==> src/logic/mipsPkg.sv <==
package mipsPkg;

	localparam int dataWidth    = 32;
	localparam int regAddrWidth = 5;

	//////////////////////////////////////////////////
	// instruction encodings
	//////////////////////////////////////////////////

	typedef enum logic [5:0] {
		opRtype  = 6'b000000,
		opRegimm = 6'b000001,
		opJ      = 6'b000010,
		opJal    = 6'b000011,
		opBeq    = 6'b000100,
		opBne    = 6'b000101,
		opBlez   = 6'b000110,
		opBgtz   = 6'b000111,
		opAddi   = 6'b001000,
		opSlti   = 6'b001010,
		opAndi   = 6'b001100,
		opOri    = 6'b001101,
		opXori   = 6'b001110,
		opLb     = 6'b100000,
		opLh     = 6'b100001,
		opLw     = 6'b100011,
		opSb     = 6'b101000,
		opSh     = 6'b101001,
		opSw     = 6'b101011
	} opcodeT;

	// function field of R-type words
	typedef enum logic [5:0] {
		fnSll = 6'b000000,
		fnSrl = 6'b000010,
		fnJr  = 6'b001000,
		fnAdd = 6'b100000,
		fnSub = 6'b100010,
		fnAnd = 6'b100100,
		fnOr  = 6'b100101,
		fnXor = 6'b100110,
		fnNor = 6'b100111,
		fnSlt = 6'b101010
	} functT;

	//////////////////////////////////////////////////
	// decoded control fields
	//////////////////////////////////////////////////

	typedef enum logic [3:0] {
		aluAdd, aluSub, aluAnd, aluOr, aluNor, aluXor, aluSll, aluSrl, aluSlt, aluPassA
	} aluOpT;

	typedef enum logic [2:0] {brNever, brEq, brNe, brGtz, brLez, brLtz, brGez} branchCondT;

	typedef enum logic [1:0] {destNone, destRt, destRd, destRa} destSelT;

	typedef enum logic [1:0] {sizeWord, sizeHalf, sizeByte} memSizeT;

	typedef enum logic [1:0] {pcSeq, pcBranch, pcJump, pcReg} pcSelT;

endpackage
==> src/logic/ctrlBus.sv <==
`timescale 1ns/100ps

interface ctrlBus;
	import mipsPkg::*;

	aluOpT      aluOp;
	logic       aluSrcImm;
	logic       shiftA;
	logic       zeroExt;
	destSelT    dest;
	logic       memToReg;
	logic       memRead;
	logic       memWrite;
	memSizeT    memSize;
	pcSelT      pcSel;
	branchCondT branchCond;

	// decoder side drives everything
	modport decoder (
		output aluOp, aluSrcImm, shiftA, zeroExt, dest, memToReg,
		output memRead, memWrite, memSize, pcSel, branchCond
	);

	// datapath and alu only look
	modport datapath (
		input aluOp, aluSrcImm, shiftA, zeroExt, dest, memToReg,
		input memRead, memWrite, memSize, pcSel, branchCond
	);

endinterface

==> src/logic/mipsCore.sv <==
`timescale 1ns/100ps

module mipsCore #(
	parameter logic [mipsPkg::dataWidth-1:0] resetPc = '0
) (
	input  logic                          clk,
	input  logic                          arstN,
	output logic [mipsPkg::dataWidth-1:0] imemAddr,
	input  logic [mipsPkg::dataWidth-1:0] imemData,
	output logic [mipsPkg::dataWidth-1:0] dmemAddr,
	output logic [mipsPkg::dataWidth-1:0] dmemWData,
	output logic [3:0]                    dmemByteEn,
	output logic                          dmemWrite,
	output logic                          dmemRead,
	input  logic [mipsPkg::dataWidth-1:0] dmemRData
);
	import mipsPkg::*;

	ctrlBus ctrl ();

	logic [dataWidth-1:0]    pc;
	logic [dataWidth-1:0]    pcPlus4;
	logic [dataWidth-1:0]    pcNext;
	logic [dataWidth-1:0]    branchTarget;
	logic [dataWidth-1:0]    jumpTarget;
	logic [dataWidth-1:0]    rsData;
	logic [dataWidth-1:0]    rtData;
	logic [dataWidth-1:0]    immExt;
	logic [dataWidth-1:0]    aluA;
	logic [dataWidth-1:0]    aluB;
	logic [dataWidth-1:0]    aluResult;
	logic [dataWidth-1:0]    loadData;
	logic [dataWidth-1:0]    wrData;
	logic [regAddrWidth-1:0] wrAddr;
	logic                    wrEn;
	logic                    branchTaken;
	logic [1:0]              byteOffset;
	logic [7:0]              loadByte;
	logic [15:0]             loadHalf;
	logic [3:0]              byteEn;

	control uControl (
		.instr(imemData),
		.ctrl (ctrl)
	);

	regFile uRegFile (
		.clk   (clk),
		.arstN (arstN),
		.rs    (imemData[25:21]),
		.rt    (imemData[20:16]),
		.rsData(rsData),
		.rtData(rtData),
		.wrEn  (wrEn),
		.wrAddr(wrAddr),
		.wrData(wrData)
	);

	alu uAlu (
		.a          (aluA),
		.b          (aluB),
		.shamt      (aluA[4:0]),
		.ctrl       (ctrl),
		.result     (aluResult),
		.branchTaken(branchTaken)
	);

	//////////////////////////////////////////////////
	// program counter
	//////////////////////////////////////////////////

	assign imemAddr     = pc;
	assign pcPlus4      = pc + 32'd4;
	assign branchTarget = pcPlus4 + {{14{imemData[15]}}, imemData[15:0], 2'b00};
	assign jumpTarget   = {pcPlus4[31:28], imemData[25:0], 2'b00};

	always_comb begin
		case (ctrl.pcSel)
			pcBranch: pcNext = branchTaken ? branchTarget : pcPlus4;
			pcJump:   pcNext = jumpTarget;
			pcReg:    pcNext = rsData;
			default:  pcNext = pcPlus4;
		endcase
	end

	always_ff @(posedge clk or negedge arstN) begin
		if (!arstN) begin
			pc <= resetPc;
		end else begin
			pc <= pcNext;
		end
	end

	// operand selection
	assign immExt = ctrl.zeroExt ? {16'b0, imemData[15:0]} : {{16{imemData[15]}}, imemData[15:0]};
	assign aluA   = ctrl.shiftA ? {27'b0, imemData[10:6]} : rsData;
	assign aluB   = ctrl.aluSrcImm ? immExt : rtData;

	//////////////////////////////////////////////////
	// data memory, little-endian lanes
	//////////////////////////////////////////////////

	assign dmemAddr   = {aluResult[dataWidth-1:2], 2'b00};
	assign byteOffset = aluResult[1:0];

	always_comb begin
		case (ctrl.memSize)
			sizeByte: begin
				dmemWData = {4{rtData[7:0]}};
				byteEn    = 4'b0001 << byteOffset;
			end
			sizeHalf: begin
				dmemWData = {2{rtData[15:0]}};
				byteEn    = byteOffset[1] ? 4'b1100 : 4'b0011;
			end
			default: begin
				dmemWData = rtData;
				byteEn    = 4'b1111;
			end
		endcase
	end

	// no strobes while the core is held in reset
	assign dmemWrite  = ctrl.memWrite & arstN;
	assign dmemRead   = ctrl.memRead & arstN;
	assign dmemByteEn = dmemWrite ? byteEn : 4'b0000;

	assign loadByte = dmemRData[{byteOffset, 3'b000} +: 8];
	assign loadHalf = dmemRData[{byteOffset[1], 4'b0000} +: 16];

	always_comb begin
		case (ctrl.memSize)
			sizeByte: loadData = {{24{loadByte[7]}}, loadByte};
			sizeHalf: loadData = {{16{loadHalf[15]}}, loadHalf};
			default:  loadData = dmemRData;
		endcase
	end

	// write back
	always_comb begin
		case (ctrl.dest)
			destRt:  wrAddr = imemData[20:16];
			destRd:  wrAddr = imemData[15:11];
			destRa:  wrAddr = 5'd31;
			default: wrAddr = '0;
		endcase
	end

	assign wrEn   = (ctrl.dest != destNone);
	assign wrData = ctrl.memToReg ? loadData : (ctrl.dest == destRa) ? pcPlus4 : aluResult;

endmodule

==> src/logic/regFile.sv <==
`timescale 1ns/100ps

module regFile (
	input  logic                                 clk,
	input  logic                                 arstN,
	input  logic [mipsPkg::regAddrWidth-1:0]    rs,
	input  logic [mipsPkg::regAddrWidth-1:0]    rt,
	output logic [mipsPkg::dataWidth-1:0]       rsData,
	output logic [mipsPkg::dataWidth-1:0]       rtData,
	input  logic                                 wrEn,
	input  logic [mipsPkg::regAddrWidth-1:0]    wrAddr,
	input  logic [mipsPkg::dataWidth-1:0]       wrData
);
	import mipsPkg::*;

	localparam int numRegs = 2 ** regAddrWidth;

	logic [dataWidth-1:0] regs [numRegs];

	// r0 is never written so it stays at its reset value of zero
	always_ff @(posedge clk or negedge arstN) begin
		if (!arstN) begin
			for (int i = 0; i < numRegs; i++) begin
				regs[i] <= '0;
			end
		end else if (wrEn && (wrAddr != '0)) begin
			regs[wrAddr] <= wrData;
		end
	end

	// combinational reads, same-cycle write not forwarded
	assign rsData = regs[rs];
	assign rtData = regs[rt];

endmodule

==> src/logic/alu.sv <==
`timescale 1ns/100ps

module alu (
	input  logic [mipsPkg::dataWidth-1:0] a,
	input  logic [mipsPkg::dataWidth-1:0] b,
	input  logic [4:0]                    shamt,
	ctrlBus.datapath                      ctrl,
	output logic [mipsPkg::dataWidth-1:0] result,
	output logic                          branchTaken
);
	import mipsPkg::*;

	logic signed [dataWidth-1:0] aSigned;
	logic signed [dataWidth-1:0] bSigned;
	logic                        lessThan;

	assign aSigned  = a;
	assign bSigned  = b;
	assign lessThan = aSigned < bSigned;

	//////////////////////////////////////////////////
	// result
	//////////////////////////////////////////////////

	always_comb begin
		case (ctrl.aluOp)
			aluAdd:   result = a + b;
			aluSub:   result = a - b;
			aluAnd:   result = a & b;
			aluOr:    result = a | b;
			aluNor:   result = ~(a | b);
			aluXor:   result = a ^ b;
			// shifts move the B operand (rt)
			aluSll:   result = b << shamt;
			aluSrl:   result = b >> shamt;
			aluSlt:   result = {{(dataWidth - 1){1'b0}}, lessThan};
			aluPassA: result = a;
			default:  result = '0;
		endcase
	end

	//////////////////////////////////////////////////
	// branch condition
	//////////////////////////////////////////////////

	always_comb begin
		case (ctrl.branchCond)
			brEq:    branchTaken = (a == b);
			brNe:    branchTaken = (a != b);
			// the rest test rs against zero
			brGtz:   branchTaken = (aSigned > 0);
			brLez:   branchTaken = (aSigned <= 0);
			brLtz:   branchTaken = a[dataWidth-1];
			brGez:   branchTaken = ~a[dataWidth-1];
			default: branchTaken = 1'b0;
		endcase
	end

endmodule

==> src/logic/control.sv <==
`timescale 1ns/100ps

module control (
	input  logic [mipsPkg::dataWidth-1:0] instr,
	ctrlBus.decoder                       ctrl
);
	import mipsPkg::*;

	opcodeT                  opcode;
	functT                   funct;
	logic [regAddrWidth-1:0] rtField;
	memSizeT                 accessSize;

	assign opcode  = opcodeT'(instr[31:26]);
	assign funct   = functT'(instr[5:0]);
	assign rtField = instr[20:16];

	// low two opcode bits give the access width of loads and stores
	assign accessSize = (instr[27:26] == 2'b00) ? sizeByte :
	                    (instr[27:26] == 2'b01) ? sizeHalf : sizeWord;

	always_comb begin
		// no-op pattern unless recognised below
		ctrl.aluOp      = aluAdd;
		ctrl.aluSrcImm  = 1'b0;
		ctrl.shiftA     = 1'b0;
		ctrl.zeroExt    = 1'b0;
		ctrl.dest       = destNone;
		ctrl.memToReg   = 1'b0;
		ctrl.memRead    = 1'b0;
		ctrl.memWrite   = 1'b0;
		ctrl.memSize    = sizeWord;
		ctrl.pcSel      = pcSeq;
		ctrl.branchCond = brNever;

		case (opcode)
			//////////////////////////////////////////////////
			// register forms
			//////////////////////////////////////////////////
			opRtype: begin
				ctrl.dest = destRd;
				case (funct)
					fnAdd: ctrl.aluOp = aluAdd;
					fnSub: ctrl.aluOp = aluSub;
					fnAnd: ctrl.aluOp = aluAnd;
					fnOr:  ctrl.aluOp = aluOr;
					fnNor: ctrl.aluOp = aluNor;
					fnXor: ctrl.aluOp = aluXor;
					fnSlt: ctrl.aluOp = aluSlt;
					fnSll: begin
						ctrl.aluOp  = aluSll;
						ctrl.shiftA = 1'b1;
					end
					fnSrl: begin
						ctrl.aluOp  = aluSrl;
						ctrl.shiftA = 1'b1;
					end
					fnJr: begin
						ctrl.aluOp = aluPassA;
						ctrl.dest  = destNone;
						ctrl.pcSel = pcReg;
					end
					default: ctrl.dest = destNone;
				endcase
			end

			//////////////////////////////////////////////////
			// immediate forms
			//////////////////////////////////////////////////
			opAddi, opSlti, opAndi, opOri, opXori: begin
				ctrl.aluSrcImm = 1'b1;
				ctrl.dest      = destRt;
				// logical immediates are zero-extended
				ctrl.zeroExt   = (opcode == opAndi) || (opcode == opOri) || (opcode == opXori);
				case (opcode)
					opSlti:  ctrl.aluOp = aluSlt;
					opAndi:  ctrl.aluOp = aluAnd;
					opOri:   ctrl.aluOp = aluOr;
					opXori:  ctrl.aluOp = aluXor;
					default: ctrl.aluOp = aluAdd;
				endcase
			end

			// base plus offset
			opLb, opLh, opLw: begin
				ctrl.aluSrcImm = 1'b1;
				ctrl.dest      = destRt;
				ctrl.memToReg  = 1'b1;
				ctrl.memRead   = 1'b1;
				ctrl.memSize   = accessSize;
			end
			opSb, opSh, opSw: begin
				ctrl.aluSrcImm = 1'b1;
				ctrl.memWrite  = 1'b1;
				ctrl.memSize   = accessSize;
			end

			//////////////////////////////////////////////////
			// branches and jumps
			//////////////////////////////////////////////////
			opBeq: begin
				ctrl.pcSel      = pcBranch;
				ctrl.branchCond = brEq;
			end
			opBne: begin
				ctrl.pcSel      = pcBranch;
				ctrl.branchCond = brNe;
			end
			opBgtz: begin
				ctrl.pcSel      = pcBranch;
				ctrl.branchCond = brGtz;
			end
			opBlez: begin
				ctrl.pcSel      = pcBranch;
				ctrl.branchCond = brLez;
			end
			// bltz and bgez share an opcode, rt picks
			opRegimm: begin
				if (rtField == 5'd0) begin
					ctrl.pcSel      = pcBranch;
					ctrl.branchCond = brLtz;
				end else if (rtField == 5'd1) begin
					ctrl.pcSel      = pcBranch;
					ctrl.branchCond = brGez;
				end
			end
			opJ: ctrl.pcSel = pcJump;
			opJal: begin
				ctrl.pcSel = pcJump;
				ctrl.dest  = destRa;
			end
			default: ctrl.pcSel = pcSeq;
		endcase
	end

endmodule

==> config.mk <==
export PLATFORM = sky130hd
export DESIGN_NAME = mipsCore
export DESIGN_NICKNAME = d
export VERILOG_FILES = /design/src/logic/mipsPkg.sv /design/src/logic/ctrlBus.sv /design/src/logic/mipsCore.sv /design/src/logic/regFile.sv /design/src/logic/alu.sv /design/src/logic/control.sv
export SDC_FILE = /design/constraint.sdc
export NUM_CORES = 2
export LEC_CHECK = 0
export ABC_AREA = 1
export BUFFER_PORTS_ARGS = -buffer_cell sky130_fd_sc_hd__clkbuf_2
export CAP_MARGIN = 20
export CORE_ASPECT_RATIO = 1.25
export CORE_MARGIN = 3
export CORE_UTILIZATION = 30
export CTS_BUF_LIST = sky130_fd_sc_hd__clkbuf_16
export DETAILED_ROUTE_END_ITERATION = 10
export SLEW_MARGIN = 20
export SYNTH_ARGS = -nofsm -noshare
export SYNTH_HDL_FRONTEND = slang
export SYNTH_SLANG_ARGS = --single-unit
==> constraint.sdc <==
create_clock -name clk -period 7.3 [get_ports clk]
set_input_delay 1.46 -clock clk [delete_from_list [all_inputs] [get_ports clk]]
set_output_delay 1.46 -clock clk [all_outputs]
set_load 0.05 [all_outputs]
==> flow_summary.yaml <==
clocking:
  clock-sinks: 1056
  clock_latency_ns: 0.82
  cts_inserted_buffers: 114
  cts.path.max_buffers: 3
  cts_tree: "yes"
  htreeDepth: 3
  clk_pin_slew_worst_paths_ns: 0.07
  root_buffer: "clkbuf_16"
worst_setup_path:
  worst_path_max_delay_cell: "bufbuf_16"
  cpMostUsedCell: "nand2_2"
  r2r-start: "uRegFile.regs[352]"
  critPathKind: "in2out"
  start_kind: "input pin"
  crit_required_ns: 5.84
  cp_data_arrival_time_ns: 5.91
  worstSetupStartpoint: "imemData[21]"
  cpPeakStageDelay_ns: 0.30
  worstPathMaxFanout: 13
  cp-end-kind: "output pin"
hold_path:
  min-delay-start: "uRegFile.regs[993]"
  hold_path.class: "reg2reg"
die:
  dieArea_um2: 252000
  core_area_um2: 243000
  fp.dieW_um: 449
  std_cell_rows: 202
  ios: 168
  start_util_pct: 30.3
  die_h_um: 560
routing:
  route.detailed.drc: 0
  vias: 87600
  drtIter0Drc: 12600
  ant_nets: 0
  drtPass1Iterations: 9
  wl_per_cell_um: 26.6
  vias_per_cell: 5.54
  routed_wl_mm: 420
global_route:
  grt_use_total_pct: 32.1
  antenna_found_initial: 18
  grt_pass1_vias: 82400
  grt_overflow_total: 0
  grt_max_degree: 160
  grt_pass1_wl_mm: 594
place:
  io_buffer_count: 165
  detailed_place_hpwl_mm: 299
  gp_congestion: 1.10
  placed_cells: 15400
yosys:
  synth_ff_type: "dfrtp_1"
  synthArstFlopShare_pct: 100
  synth_top_cell_by_area: "dfrtp_1"
  synth-edff-count: 0
  synth_top_area_share_pct: 35.9
  synth-seq-cells: 1056
  synthTopCellsByArea: "dfrtp_1 (36%), nand2_1 (23%), o21ai_0 (6.2%)"
  yosysWarnings: 0
  avgSynthCellArea_um2: 6.38
  syn-instance-count: 11600
  ys_types: 59
  syn_area_um2: 73700
  yosysSeqAreaShare_pct: 35.9
final_layout:
  layout_commonest_cell: "nand2_1"
  nets: 12600
  fin_util_pct: 39.3
  final_cells: 15800
  layout_common_cells: "nand2_1 (4,378), buf_4 (1,150), dfrtp_1 (1,056)"
  area_growth_pct: 30.0
  drive_gt1_share_pct: 19.1
timing:
  slew_violations: 0
  fin_crit_ns: 7.37
  timing.fmax_mhz: 136
  finClkSkew_ns: 0.0594
  tightest_slew_ns: 1.14
  hold_viol: 0
  grt_setup_unrepaired: "true"
  fin_ws_ns: -0.0665
  setup_viol: 4
  maxSlewHeadroom_pct: 23.1
  post-route-period-util_pct: 101
run:
  drv_cap: 0
outcome:
  violations: "setup timing"
  outcome: "finished with violations"
pwr:
  leakage_nw: 47.9
  max-vdd-ir-drop_uv: 221
  power.density_nw_per_um2: 261
## critical path: cells and delay by family
kind	cells	cell delay (ns)
simple gates	19	1.48
compound gates	7	1.01
buf+inv	10	1.64
fa+ha+maj	1	0.22
## kinds of logic after synthesis
| kind of cell | after synthesis | synth area share, % |
|---|---|---|
| AOI/OAI and AO/OA | 2092 | 16.0 |
| xor gates and xnor gates | 50 | 0.595 |
| adders and majority gates | 136 | 2.34 |
| buffers and inverters | 1679 | 9.75 |
| DFF | 1056 | 35.9 |
| other | 1 | 0.00509 |
| and+or+nand+nor | 6539 | 35.4 |
## area by class of cell
cell class	count	area [um2]
antenna	9	22.5
clock buffer	115	2880
clock inverter	93	785
fill	25500	148000
inverter	816	3170
multi-input combinational	8820	42800
sequential	1056	26400
tap	3264	4080
timing repair buffer	1620	15500
timing repair inverter	4	67.6
## flip-flops by register name, indices dropped and copies added (netlist names)
register,count
uRegFile.regs,1024
imemAddr,32
## metal layers
metal | share of wire (%) | global-route usage [%]
met1 | 36 | 37.9
met2 | 43 | 48.9
met3 | 10 | 7.79
met4 | 10 | 27.1
met5 | 0.021 | 0
## where the power goes
group | switching, mW | leakage [nW] | internal [mW] | total (mW)
combinational | 7.40 | 31.8 | 4.01 | 11.4
sequential | 0.869 | 14.3 | 6.75 | 7.62
clock | 2.75 | 1.83 | 3.22 | 5.97
total | 11.0 | 47.9 | 14.0 | 25.0
## synth_stat cells (13+ instances only)
master and instances:
nand2_1 4517, dfrtp_1 1056, nor2_1 1009, o21ai_0 911, nand3_1 823, inv_1 781, a21oi_1 581, clkbuf_1 445
buf_2 279, o211ai_1 230, ha_1 133, o21ai_1 110, o221ai_1 82, buf_4 70, nand4_1 56, a31oi_1 45
nor3_1 43, xor2_1 41, buf_6 35, buf_1 34, inv_2 26, o22ai_1 25, nand2_2 20, nand3b_1 17
o2111ai_1 17, a211oi_1 16, or2_2 13
## what timing repair did
item,CTS,global route
pin swaps,91,158
hold buffers,0,0
resized for setup,474,468
setup buffers,62,48
gates cloned,20,9
endpoints found under the setup margin,31,31
## final timing paths
kind	slack (ns)	end	cells after the start
max reg2reg	1.80	uRegFile.regs[44]	42
min	0.38	uRegFile.regs[993]	0
min reg2reg	0.38	uRegFile.regs[993]	0
max in group asynchronous	3.78	uRegFile.regs[282]	4
min in group asynchronous	0.60	uRegFile.regs[434]	1
max	-0.07	dmemAddr[30]	37
## stage by stage
step	area [um2]	hold WS (ns)	worst slack, ns	total power [mW]	setup TNS [ns]
6_report	95800	0.379	-0.0665	25.0	-0.114
5_1_grt	95700	0.414	-0.152	26.0	-1.32
4_1_cts	93400	0.381	-0.0169	24.3	-0.0485
3_5_place_dp	86900	0.366	-0.805	17.9	-306.56
3_3_place_gp	86900	0.368	-0.761	17.9	-320.26
2_1_floorplan	73700	0.429	0.0202	12.6	0
Note: power is estimated with default switching activity, not from simulation.
